==> config.mk <==
export PLATFORM = sky130hd
export DESIGN_NAME = frame_scheduler
export DESIGN_NICKNAME = d
export VERILOG_FILES = /design/src/hw/sw_pkg.sv /design/src/hw/frame_scheduler.sv
export VERILOG_INCLUDE_DIRS = /design/src /design/src/hw
export SDC_FILE = /design/constraint.sdc
export NUM_CORES = 1
export LEC_CHECK = 0
export ABC_AREA = 1
export BUFFER_PORTS_ARGS = -buffer_cell sky130_fd_sc_hd__clkbuf_2
export CAP_MARGIN = 20
export CORE_AREA = 2 2 361 363
export DETAILED_ROUTE_END_ITERATION = 7
export DIE_AREA = 0 0 363 365
export GPL_TIMING_DRIVEN = 0
export PLACE_DENSITY = 0.39
export SKIP_LAST_GASP = 1
export SYNTH_ARGS = -nofsm -noshare
export SYNTH_HDL_FRONTEND = slang
export SYNTH_SLANG_ARGS = --single-unit
export TNS_END_PERCENT = 5
==> constraint.sdc <==
create_clock -name clk -period 9.4 [get_ports clk]
set_input_delay 1.88 -clock clk [delete_from_list [all_inputs] [get_ports clk]]
set_output_delay 1.88 -clock clk [all_outputs]
set_load 0.02 [all_outputs]
==> src/hw/sw_macros.svh <==
//**************************************************************************
// Switch sizing macros: port count, MAC table entries, buffer depths
// and the widths of beats and statistics counters
//**************************************************************************

`ifndef SW_MACROS_SVH
`define SW_MACROS_SVH

`define SW_NUM_PORTS    4
`define SW_MAC_ENTRIES  16

// Ingress buffering per port
`define SW_FIFO_DEPTH   32
`define SW_HDR_DEPTH    4

`define SW_DATA_W       32
`define SW_CNT_W        16

`endif

==> src/hw/sw_pkg.sv <==
//**************************************************************************
// Switch package: vector typedefs and the scheduler state encoding
//**************************************************************************

`include "sw_macros.svh"

package sw_pkg;

    typedef logic [47:0]                        mac_addr_t;
    typedef logic [`SW_DATA_W-1:0]              data_t;
    typedef logic [`SW_NUM_PORTS-1:0]           port_mask_t;  // One bit per port
    typedef logic [$clog2(`SW_NUM_PORTS)-1:0]   port_idx_t;
    typedef logic [`SW_CNT_W-1:0]               count_t;

    typedef enum logic [1:0] {
        SCHED_IDLE,
        SCHED_DECIDE,
        SCHED_STREAM,
        SCHED_DRAIN     // Empty mask, frame is discarded
    } sched_state_t;

endpackage

==> src/hw/frame_scheduler.sv <==
//**************************************************************************
// Frame scheduler: round-robin pick of a waiting frame, learn and decide
// step, multicast streaming under back-pressure, per-port counters
//**************************************************************************

`timescale 1ns/1ps
`include "sw_macros.svh"

module frame_scheduler (
    input  logic                                  clk,
    input  logic                                  rst_n,
    input  sw_pkg::port_mask_t                    hdr_valid_i,
    input  sw_pkg::mac_addr_t [`SW_NUM_PORTS-1:0] hdr_dst_i,
    input  sw_pkg::mac_addr_t [`SW_NUM_PORTS-1:0] hdr_src_i,
    output sw_pkg::port_mask_t                    hdr_pop_o,
    input  sw_pkg::port_mask_t                    beat_valid_i,
    input  sw_pkg::data_t [`SW_NUM_PORTS-1:0]     beat_data_i,
    input  sw_pkg::port_mask_t                    beat_eof_i,
    output sw_pkg::port_mask_t                    beat_pop_o,
    output sw_pkg::mac_addr_t                     lookup_mac_o,
    input  logic                                  hit_i,
    input  sw_pkg::port_idx_t                     hit_port_i,
    output logic                                  learn_o,
    output sw_pkg::mac_addr_t                     learn_mac_o,
    output sw_pkg::port_idx_t                     learn_port_o,
    output sw_pkg::port_idx_t                     ingress_o,
    input  sw_pkg::port_mask_t                    egress_mask_i,
    input  logic                                  learning_enable_i,
    output sw_pkg::port_mask_t                    tx_valid_o,
    output sw_pkg::port_mask_t                    tx_sof_o,
    output sw_pkg::port_mask_t                    tx_eof_o,
    output sw_pkg::data_t [`SW_NUM_PORTS-1:0]     tx_data_o,
    input  sw_pkg::port_mask_t                    tx_ready_i,
    output sw_pkg::count_t [`SW_NUM_PORTS-1:0]    forwarded_o,
    output sw_pkg::count_t [`SW_NUM_PORTS-1:0]    dropped_o
);

    sw_pkg::sched_state_t state;
    sw_pkg::port_idx_t    rr_ptr;
    sw_pkg::port_idx_t    cur_port;
    sw_pkg::port_idx_t    grant;
    sw_pkg::port_mask_t   cur_mask;
    sw_pkg::port_mask_t   cur_bit;
    sw_pkg::mac_addr_t    cur_dst;
    sw_pkg::mac_addr_t    cur_src;
    logic                 grant_found;
    logic                 tx_busy;
    logic                 first_beat;
    logic                 load;
    logic                 drain_pop;
    logic                 eof_taken;

    // First waiting port at or after the pointer
    always_comb begin
        grant       = rr_ptr;
        grant_found = 1'b0;
        for (int i = 0; i < `SW_NUM_PORTS; i++) begin
            if (!grant_found && hdr_valid_i[sw_pkg::port_idx_t'(rr_ptr + i)]) begin
                grant       = sw_pkg::port_idx_t'(rr_ptr + i);
                grant_found = 1'b1;
            end
        end
    end

    assign cur_bit = sw_pkg::port_mask_t'(1) << cur_port;
    assign tx_busy = |(tx_valid_o & ~tx_ready_i);   // Some port keeps its beat

    // Old beats must drain before a new frame is picked
    assign hdr_pop_o = (state == sw_pkg::SCHED_IDLE && grant_found && !tx_busy) ?
                       (sw_pkg::port_mask_t'(1) << grant) : '0;

    assign load       = (state == sw_pkg::SCHED_STREAM) && !tx_busy && beat_valid_i[cur_port];
    assign drain_pop  = (state == sw_pkg::SCHED_DRAIN) && beat_valid_i[cur_port];
    assign eof_taken  = (load || drain_pop) && beat_eof_i[cur_port];
    assign beat_pop_o = (load || drain_pop) ? cur_bit : '0;

    assign lookup_mac_o = cur_dst;
    assign learn_mac_o  = cur_src;
    assign learn_port_o = cur_port;
    assign ingress_o    = cur_port;
    assign learn_o      = (state == sw_pkg::SCHED_DECIDE) && learning_enable_i;

    always_ff @(posedge clk or negedge rst_n) begin
        if (!rst_n) begin
            state       <= sw_pkg::SCHED_IDLE;
            rr_ptr      <= '0;
            cur_port    <= '0;
            cur_mask    <= '0;
            first_beat  <= 1'b0;
            forwarded_o <= '0;
            dropped_o   <= '0;
        end else begin
            case (state)
                sw_pkg::SCHED_IDLE: begin
                    if (|hdr_pop_o) begin
                        cur_port <= grant;
                        state    <= sw_pkg::SCHED_DECIDE;
                    end
                end
                sw_pkg::SCHED_DECIDE: begin
                    cur_mask   <= egress_mask_i;
                    rr_ptr     <= cur_port + 1'b1;
                    first_beat <= 1'b1;
                    if (|egress_mask_i) begin
                        forwarded_o[cur_port] <= forwarded_o[cur_port] + 1'b1;
                        state                 <= sw_pkg::SCHED_STREAM;
                    end else begin
                        dropped_o[cur_port] <= dropped_o[cur_port] + 1'b1;
                        state               <= sw_pkg::SCHED_DRAIN;
                    end
                end
                default: begin                  // STREAM or DRAIN
                    if (load) first_beat <= 1'b0;
                    if (eof_taken) state <= sw_pkg::SCHED_IDLE;
                end
            endcase
        end
    end

    // Header is captured as it leaves the buffer
    always_ff @(posedge clk) begin
        if (|hdr_pop_o) begin
            cur_dst <= hdr_dst_i[grant];
            cur_src <= hdr_src_i[grant];
        end
    end

    always_ff @(posedge clk or negedge rst_n) begin
        if (!rst_n) begin
            tx_valid_o <= '0;
            tx_sof_o   <= '0;
            tx_eof_o   <= '0;
        end else if (load) begin
            tx_valid_o <= cur_mask;             // All masked ports together
            tx_sof_o   <= first_beat ? cur_mask : '0;
            tx_eof_o   <= beat_eof_i[cur_port] ? cur_mask : '0;
        end else begin
            tx_valid_o <= tx_valid_o & ~tx_ready_i;
        end
    end

    always_ff @(posedge clk) begin
        for (int p = 0; p < `SW_NUM_PORTS; p++) begin
            if (load && cur_mask[p]) tx_data_o[p] <= beat_data_i[cur_port];
        end
    end

    // Stream never leaks onto a port outside the latched decision
    a_tx_in_mask: assert property (@(posedge clk) disable iff (!rst_n)
        (tx_valid_o & ~cur_mask) == '0);

endmodule

# Word-level counts from Yosys, hierarchy flattened
# Index checks and enable logic that the tools add are counted.
# totals
ff_bits	375
input_bits	538
out_inout_bits	377
mem_bits_ro	0
n_memories	0
ramBits	0
latchBits	0
wordCells	120
# op_classes
n_lt_le_gt_ge	7
shift	2
div_mod_pow	0
n_reduce_logical	31
eq_ne	4
muxes	44
addsub	6
n_bitwise	4
mul	0
# ops
operator	n
$bmux W48 S2	2
$bwmux W64	2
$mux W48	2
$bmux W16 S2	2
$bmux W32 S2	1
$mux W16	3
$add A16 B1 Y16 const B	2
$demux W16 S2	1
$mux W32	1
$mux W4	5
$lt A2 B3 Y1 const B	6
$logic_and A1 B1 Y1	15
$bmux W1 S2	6
$mux W1	12
$reduce_or A4 Y1	3
$mux W2	5
$reduce_and A2 Y1	5
$shl A1 B2 Y4 const A	2
$add A2 B1 Y2 const B	2
$add A2 B2 Y2 const B	2
$and A4 B4 Y4	1
$eq A2 B2 Y1 const B	2
$logic_not A1 Y1	4
$not A4 Y4	1
10 further kinds	11

# Logic depth before layout (Yosys ltp)
# Gate-level depths: netlist of the first run.
# depth
depth_word	18
mapped_depth	16
depth_no_buf	14

# Worst setup path after synthesis of the first run
# No wires, ideal clock.
# synth_timing
kind	input to output
startpoint	input tx_ready_i[0]
endpoint	output hdr_pop_o[0]
t_arrival_ns	7.675
required_ns	7.520
stages	9
path_buffers	0
setup_slack_ns	-0.155
cell_sequence	inv_1 -> nand2_1 -> nand2_1 -> inv_1 -> nand4_1 -> or2_2 -> nor2_1 -> inv_1 -> nor3_1
# synth_via
elab_chain_len	6
# synth_rtl
item	line_no	text
start, declared	frame_scheduler.sv:33	input sw_pkg::port_mask_t tx_ready_i,
$not A4 Y4	frame_scheduler.sv:66	assign tx_busy = |(tx_valid_o & ~tx_ready_i);
$and A4 B4 Y4	frame_scheduler.sv:66	
$reduce_or A4 Y1	frame_scheduler.sv:66	
$logic_not A1 Y1	frame_scheduler.sv:69	assign hdr_pop_o = (state == sw_pkg::SCHED_IDLE && grant_found && !tx_busy) ?
$logic_and A1 B1 Y1	frame_scheduler.sv:69	
$mux W4	frame_scheduler.sv:69	
end, declared	frame_scheduler.sv:15	output sw_pkg::port_mask_t hdr_pop_o,
# Every way passes these cells.

# Worst setup path after layout of the first run
# layout_timing
startpoint	input tx_ready_i[0]
endpoint	output hdr_pop_o[2]
# The elaborated chain is that of the path after synthesis.

==> impl_metrics.py, run 1 <==
metrics = {
    "synth": {
        "mappedNetlistArea_um2": 19810,
        "synth-main-ff-cell": "sky130_fd_sc_hd__edfxtp_1",
        "ys_ff_latch": 375,
        "synth_most_common_cell": "sky130_fd_sc_hd__nand2_1",
        "synthCells": 2508,
        "post_synth_edffs": 224,
        "synth_area_leader_cell": "sky130_fd_sc_hd__edfxtp_1",
        "synth_seq_area_share_pct": 53.03,
        "synthesis.nets": 3052,
        "number_of_warning_messages_in_the_yosys_log": 0,
        "post_synth_num_cell_types": 31,
        "syn-mean-instance-area_um2": 7.899,
        "fraction_of_post_synthesis_cell_area_in_the_top_cell_type_by_area_pct": 33.95,
        "netlist_top_cells_count": "sky130_fd_sc_hd__nand2_1 (1029), sky130_fd_sc_hd__nand3_1 (509), sky130_fd_sc_hd__edfxtp_1 (224), sky130_fd_sc_hd__dfrtp_1 (151), sky130_fd_sc_hd__nor2_1 (130)",
        "async_reset_ff_share_pct": 40.27,
        "ys_top_cells_by_area": "sky130_fd_sc_hd__edfxtp_1 (34%), sky130_fd_sc_hd__nand2_1 (19%), sky130_fd_sc_hd__dfrtp_1 (19%), sky130_fd_sc_hd__nand3_1 (13%), sky130_fd_sc_hd__o21ai_0 (3.1%)",
    },
    "finish": {
        "fin_cells": 5210,
        "ratio_of_cells_with_drive_above_1_in_the_final_layout_pct": 32.11,
        "filler_cells_inserted": 14560,
        "fin_nets": 4022,
        "fin_area_um2": 28340,
        "areaGrowthSynthToFinish_pct": 43.04,
    },
    "grt": {
        "number_of_antenna_violations_at_the_first_check_in_global_routing": 33,
        "grt_pass1_wl_um": 159300,
        "largest_net_degree_at_the_start_of_global_routing": 92,
        "vias_in_the_first_global_route": 20620,
        "grt-ovfl-total": 0,
        "grt_util_all_layers_pct": 16.93,
    },
    "drt": {
        "drt_drc_violations_left": 0,
        "drt_first_pass_iters": 5,
        "routed_wl_um": 119200,
        "detailed_route_via_count": 21980,
        "final_antenna_net_count": 0,
        "detailed_router_s_first_iteration_violation_count": 1774,
        "drt-wirelength-per-cell_um": 22.88,
        "drt-vias-per-instance": 4.219,
    },
    "floorplan": {
        "core-area_um2": 128700,
        "i_o_pin_cnt": 915,
        "floorplan.die.height_um": 365,
        "die_x_um": 363,
        "placement_rows": 132,
        "initial_core_util_pct": 15.40,
        "dieArea_um2": 132500,
    },
    "place": {
        "dp.cells": 5101,
        "dpl_cell_area_um2": 26630,
        "buffer_ports.inserted": 911,
        "gp_congestion": 0.9220,
        "detailedPlacementHpwl_um": 95790,
    },
    "critical_path": {
        "setup.worst_path.class": "in -> out",
        "timing.critical_path.to_type": "primary output",
        "crit_arrival_ns": 4.67,
        "timing.critical_path.required_ns": 7.52,
        "crit_path_start_kind": "primary input",
        "worst-path-max-fanout": 29,
    },
    "timing": {
        "timing.hold.ws_ns": 0.4856,
        "worst_slew_slack_as_a_fraction_of_its_limit_pct": 24.09,
        "worst-slew-pin-transition_ns": 1.139,
        "maxClockFrequency_ghz": 0.1526,
        "finalCritPeriodShare_pct": 69.73,
        "period_needed_ns": 6.554,
        "clock-skew-final_ns": 0.01999,
        "final_max_slew_viol_count": 0,
        "grt_setup_unrepaired": "false",
        "final-setup-viol-count": 0,
        "final_hold_viol_count": 0,
    },
    "power": {
        "leakagePower_nw": 14.11,
        "totalPowerFinal_mw": 11.36,
        "power-per-cell-area_nw_per_um2": 400.9,
        "vdd_ir_drop_max_v": 0.0001725,
    },
    "outcome": {
        "run_status": "finished, final reports clean",
    },
    "job": {
        "drv.max_cap_violation_count": 0,
    },
    "clock_network": {
        "clk_pin_slew_worst_paths_ns": 0.06,
        "ctsHoldBuffers": 0,
        "cts_buffers": 50,
        "cts_tree": "done",
        "numClockSinks": 375,
        "clk_path_buf_depth": 3,
        "number_of_cells_upsized_or_downsized_after_cts": 0,
        "cts-htree-levels": 2,
        "clock_latency_ns": 0.62,
        "post_cts_buffers": 0,
        "cts-root-buf": "sky130_fd_sc_hd__clkbuf_16",
    },
    "min_path": {
        "timing.hold.worst.class": "reg -> reg",
    },
}
==> layout make-up <==
class                      instances  area, µm²  share of cell area [%]
sequential                       375      10510                   37.07
multi-input combinational       1884       8195                   28.92
timing repair buffer             918       4718                   16.65
tap                             1675       2096                   7.396
clock buffer                      73       1429                   5.043
buffer                           174      835.8                   2.950
inverter                          75      281.5                  0.9935
clock inverter                    20      235.2                  0.8301
antenna                           16      40.04                  0.1413
==> sequential cells by signal (all words and copies together) (netlist names) <==
register      flops
learn_mac_o      48
rr_ptr            2
cur_mask          4
state             2
lookup_mac_o     48
tx_eof_o          4
tx_data_o       128
tx_sof_o          4
tx_valid_o        4
ingress_o         2
first_beat        1
forwarded_o      64
dropped_o        64
==> path summary, 6_finish.rpt <==
path	startpoint	end	depth (start not counted)	slack [ns]
setup / recovery	tx_ready_i[0]	hdr_pop_o[2]	14	2.85
hold / removal	cur_mask[3]$_DFFE_PN0P_	cur_mask[3]$_DFFE_PN0P_	2	0.49
setup reg to reg	ingress_o[1]$_DFFE_PN0P_	dropped_o[2]$_DFFE_PN0P_	10	4.37
hold reg to reg	cur_mask[3]$_DFFE_PN0P_	cur_mask[3]$_DFFE_PN0P_	2	0.49
max in group asynchronous	rst_n	cur_mask[1]$_DFFE_PN0P_	2	7.20
min in group asynchronous	rst_n	forwarded_o[32]$_DFFE_PN0P_	1	1.25
==> report_power, final <==
| group | total (mW) | switching, mW | internal, mW |
|---|---|---|---|
| Sequential | 2.94 | 0.291 | 2.65 |
| Clock | 1.97 | 0.826 | 1.14 |
| Combinational | 6.45 | 4.74 | 1.72 |
| Total | 11.4 | 5.85 | 5.51 |
==> logic make-up after synthesis <==
family / after synthesis / share of synthesized area, %
AOI/OAI and AO/OA: 175 / 4.756
xor gates and xnor gates: 9 / 0.3979
adders and majority gates: 6 / 0.3789
buffers and inverters: 249 / 5.640
DFF: 375 / 53.03
and+or+nand+nor: 1694 / 35.80
==> critical path, cell delays in order <==
cell                       delay (ns)
sky130_fd_sc_hd__clkbuf_2        0.12
sky130_fd_sc_hd__inv_1           0.05
sky130_fd_sc_hd__nand2_1         0.09
sky130_fd_sc_hd__nand2_1         0.06
sky130_fd_sc_hd__inv_1           0.05
sky130_fd_sc_hd__nand4_1         0.37
sky130_fd_sc_hd__or2_2           0.51
sky130_fd_sc_hd__nor2_4          0.32
sky130_fd_sc_hd__buf_12          0.25
sky130_fd_sc_hd__buf_12          0.24
sky130_fd_sc_hd__buf_16          0.20
sky130_fd_sc_hd__nand2_1         0.15
sky130_fd_sc_hd__nor2_1          0.12
sky130_fd_sc_hd__clkbuf_2        0.20
==> per-stage QoR <==
| stage | setup TNS (ns) | worst slack (ns) | util, % |
|---|---|---|---|
| final | 0 | 2.846 | 22.02 |
| after CTS | 0 | 2.809 | 21.99 |
| after global placement | -7.371 | -2.358 | 20.57 |
| after detailed placement | 0 | 2.812 | 20.70 |
| after floorplan | 0 | 1.594 | - |
| after global routing | 0 | 2.678 | 22.01 |
==> metal layers <==
metal / vias to the layer above / GRT usage [%] / part of all wire, %
met1: 10560 / 22.22 / 43
li1: 10340 / - / -
met2: 911 / 26.95 / 46
met3: 160 / 4.727 / 8.4
met5: - / 0 / 0.076
met4: 14 / 5.036 / 2.7
==> placed cells by master, fill, tap and decap left out, types with 60 or more instances in the layout <==
cell type	count
sky130_fd_sc_hd__nand2_1	1029
sky130_fd_sc_hd__nand3_1	509
sky130_fd_sc_hd__o21ai_0	121
sky130_fd_sc_hd__inv_1	60
sky130_fd_sc_hd__clkbuf_1	74
sky130_fd_sc_hd__edfxtp_1	224
sky130_fd_sc_hd__buf_2	89
sky130_fd_sc_hd__clkbuf_2	910
sky130_fd_sc_hd__nor2_1	129
sky130_fd_sc_hd__dfrtp_1	151
No activity file was read; power rests on OpenSTA's default activity.
==> inputs of run 2 (changes only) <==
--- a/config.mk
+++ b/config.mk
@@ -13,7 +13,7 @@
 export DETAILED_ROUTE_END_ITERATION = 7
 export DIE_AREA = 0 0 363 365
 export GPL_TIMING_DRIVEN = 0
-export PLACE_DENSITY = 0.39
+export PLACE_DENSITY = 0.38
 export SKIP_LAST_GASP = 1
 export SYNTH_ARGS = -nofsm -noshare
 export SYNTH_HDL_FRONTEND = slang
==> constraint.sdc (replaced) <==
create_clock -name clk -period 6.74 [get_ports clk]
set_input_delay 1.348 -clock clk [delete_from_list [all_inputs] [get_ports clk]]
set_output_delay 1.348 -clock clk [all_outputs]
set_load 0.02 [all_outputs]
==> run 2 against run 1 <==
  * Flip-flop and latch count is the same
  * Utilization about the same
  * Power up 39%
  * Cell count barely moved
  * Register-to-register slack worse by 2.9 ns
  * Sequential share of layout area about the same
  * Clock power is 39% higher
  * Die area stayed put
  * Clock skew down 0.0011 ns
  * Combinational power up 38%
  * Non-clock buffer count unchanged
  * Worst hold slack improved by 0.015 ns
==> impl_metrics.py, run 2 (synthesized netlist as in run 1, its figures left out) <==
metrics = {
    "floorplan": {
        "die_x_um": 363,
        "initial_core_util_pct": 15.40,
        "i_o_pin_cnt": 915,
        "floorplan.die.height_um": 365,
        "core-area_um2": 128700,
        "dieArea_um2": 132500,
        "placement_rows": 132,
    },
    "clock_network": {
        "post_cts_buffers": 0,
        "cts_buffers": 49,
        "cts-root-buf": "sky130_fd_sc_hd__clkbuf_16",
        "clock_latency_ns": 0.63,
        "number_of_cells_upsized_or_downsized_after_cts": 0,
        "clk_path_buf_depth": 3,
        "numClockSinks": 375,
        "clk_pin_slew_worst_paths_ns": 0.06,
        "cts_tree": "done",
        "cts-htree-levels": 2,
        "ctsHoldBuffers": 0,
    },
    "timing": {
        "final_max_slew_viol_count": 0,
        "worst-slew-pin-transition_ns": 1.141,
        "clock-skew-final_ns": 0.01885,
        "worst_slew_slack_as_a_fraction_of_its_limit_pct": 23.95,
        "period_needed_ns": 6.013,
        "maxClockFrequency_ghz": 0.1663,
        "grt_setup_unrepaired": "false",
        "timing.hold.ws_ns": 0.5006,
        "final_hold_viol_count": 0,
        "final-setup-viol-count": 0,
        "finalCritPeriodShare_pct": 89.21,
    },
    "finish": {
        "mostFrequentLayoutCells": "sky130_fd_sc_hd__nand2_1 (1029), sky130_fd_sc_hd__clkbuf_2 (910), sky130_fd_sc_hd__nand3_1 (509)",
        "filler_cells_inserted": 14640,
        "largest_register": "tx_data_o",
        "biggestRegsByFlops": "tx_data_o x128, dropped_o x64, forwarded_o x64",
        "fin_area_um2": 28330,
        "final_common_cell": "sky130_fd_sc_hd__nand2_1",
        "ratio_of_cells_with_drive_above_1_in_the_final_layout_pct": 32.12,
        "largest_register_ffs": 128,
        "fin_nets": 4021,
        "areaGrowthSynthToFinish_pct": 42.99,
    },
    "critical_path": {
        "timing.critical_path.to_type": "primary output",
        "crit_arrival_ns": 4.66,
        "crit_path_cell_trace": "inv_2 -> clkbuf_1 -> clkbuf_1 -> clkbuf_1 -> ha_1 -> inv_1 -> nor2_1 -> clkbuf_2",
        "timing.critical_path.required_ns": 5.39,
        "rr_startpoint": "ingress_o[1]$_DFFE_PN0P_",
        "crit_path_start_kind": "flop",
        "critical_path.most_common_cell": "sky130_fd_sc_hd__clkbuf_1",
        "worst-path-max-fanout": 11,
        "cp_slowest_cell": "sky130_fd_sc_hd__clkbuf_1",
        "setup.worst_path.class": "reg -> out",
        "critical-path-max-stage-delay_ns": 0.88,
        "startpoint": "ingress_o[1]$_DFFE_PN0P_",
    },
    "min_path": {
        "timing.hold.worst.class": "reg -> reg",
        "min-delay-start": "cur_mask[3]$_DFFE_PN0P_",
    },
    "grt": {
        "grt_pass1_wl_um": 163000,
        "largest_net_degree_at_the_start_of_global_routing": 90,
        "number_of_antenna_violations_at_the_first_check_in_global_routing": 37,
        "grt_util_all_layers_pct": 17.38,
        "vias_in_the_first_global_route": 20800,
        "grt-ovfl-total": 0,
    },
    "power": {
        "leakagePower_nw": 14.12,
        "vdd_ir_drop_max_v": 0.0002257,
        "power-per-cell-area_nw_per_um2": 557.5,
        "totalPowerFinal_mw": 15.79,
    },
    "drt": {
        "drt_drc_violations_left": 0,
        "final_antenna_net_count": 0,
        "routed_wl_um": 122000,
        "detailed_route_via_count": 21910,
        "detailed_router_s_first_iteration_violation_count": 1856,
        "drt-vias-per-instance": 4.207,
        "drt-wirelength-per-cell_um": 23.42,
        "drt_first_pass_iters": 7,
    },
    "job": {
        "drv.max_cap_violation_count": 0,
    },
    "place": {
        "buffer_ports.inserted": 911,
        "gp_congestion": 0.9058,
        "detailedPlacementHpwl_um": 97850,
        "dpl_cell_area_um2": 26630,
    },
    "outcome": {
        "run_status": "finished, final reports clean",
    },
}
[run 2: power by group]
part	internal (mW)	leakage, nW	switching (mW)
Sequential	3.69	4.07	0.434
Clock	1.59	0.808	1.15
Combinational	2.40	9.24	6.53
[run 2: path summary, 6_finish.rpt]
check | endpoint | slack [ns] | depth (start not counted)
setup / recovery | beat_pop_o[0] | 0.73 | 8
hold / removal | cur_mask[3]$_DFFE_PN0P_ | 0.50 | 2
setup reg to reg | dropped_o[18]$_DFFE_PN0P_ | 1.46 | 10
hold reg to reg | cur_mask[3]$_DFFE_PN0P_ | 0.50 | 2
max in group asynchronous | cur_mask[1]$_DFFE_PN0P_ | 5.10 | 2
min in group asynchronous | forwarded_o[52]$_DFFE_PN0P_ | 0.71 | 1
[run 2: critical path, delay by kind of cell (launching register included)]
family / cells / cell delay [ns]
adder cells (fa/ha/maj): 1 / 0.32
flip-flops: 1 / 0.67
buffers and inverters: 6 / 2.90
AND/OR/NAND/NOR: 1 / 0.10
[run 2: final cells by class]
cell class | count | area [µm²] | share of cell area, %
antenna | 15 | 37.54 | 0.1325
tap | 1675 | 2096 | 7.399
inverter | 75 | 281.5 | 0.9939
clock buffer | 66 | 1370 | 4.837
buffer | 174 | 835.8 | 2.951
timing repair buffer | 918 | 4718 | 16.66
clock inverter | 26 | 286.5 | 1.012
sequential | 375 | 10510 | 37.09
multi-input combinational | 1884 | 8195 | 28.93
[run 2: stage by stage]
step           cells  setup WS, ns  setup TNS (ns)  util [%]
2_1_floorplan   2508         1.186               0         -
3_3_place_gp    5094        -1.483          -3.276     20.58
3_5_place_dp    5101         1.040               0     20.70
4_1_cts         5193        0.6725               0     21.99
5_1_grt         5202        0.6281               0     22.00
6_report        5208        0.7273               0     22.02
[run 2: per-layer routing]
metal	track usage (%)	wire, µm	vias up
met4	4.589	2985	22
li1	-	-	10320
met3	5.093	10580	144
met2	27.35	55230	903
met1	23.14	53080	10520
met5	0	127	-
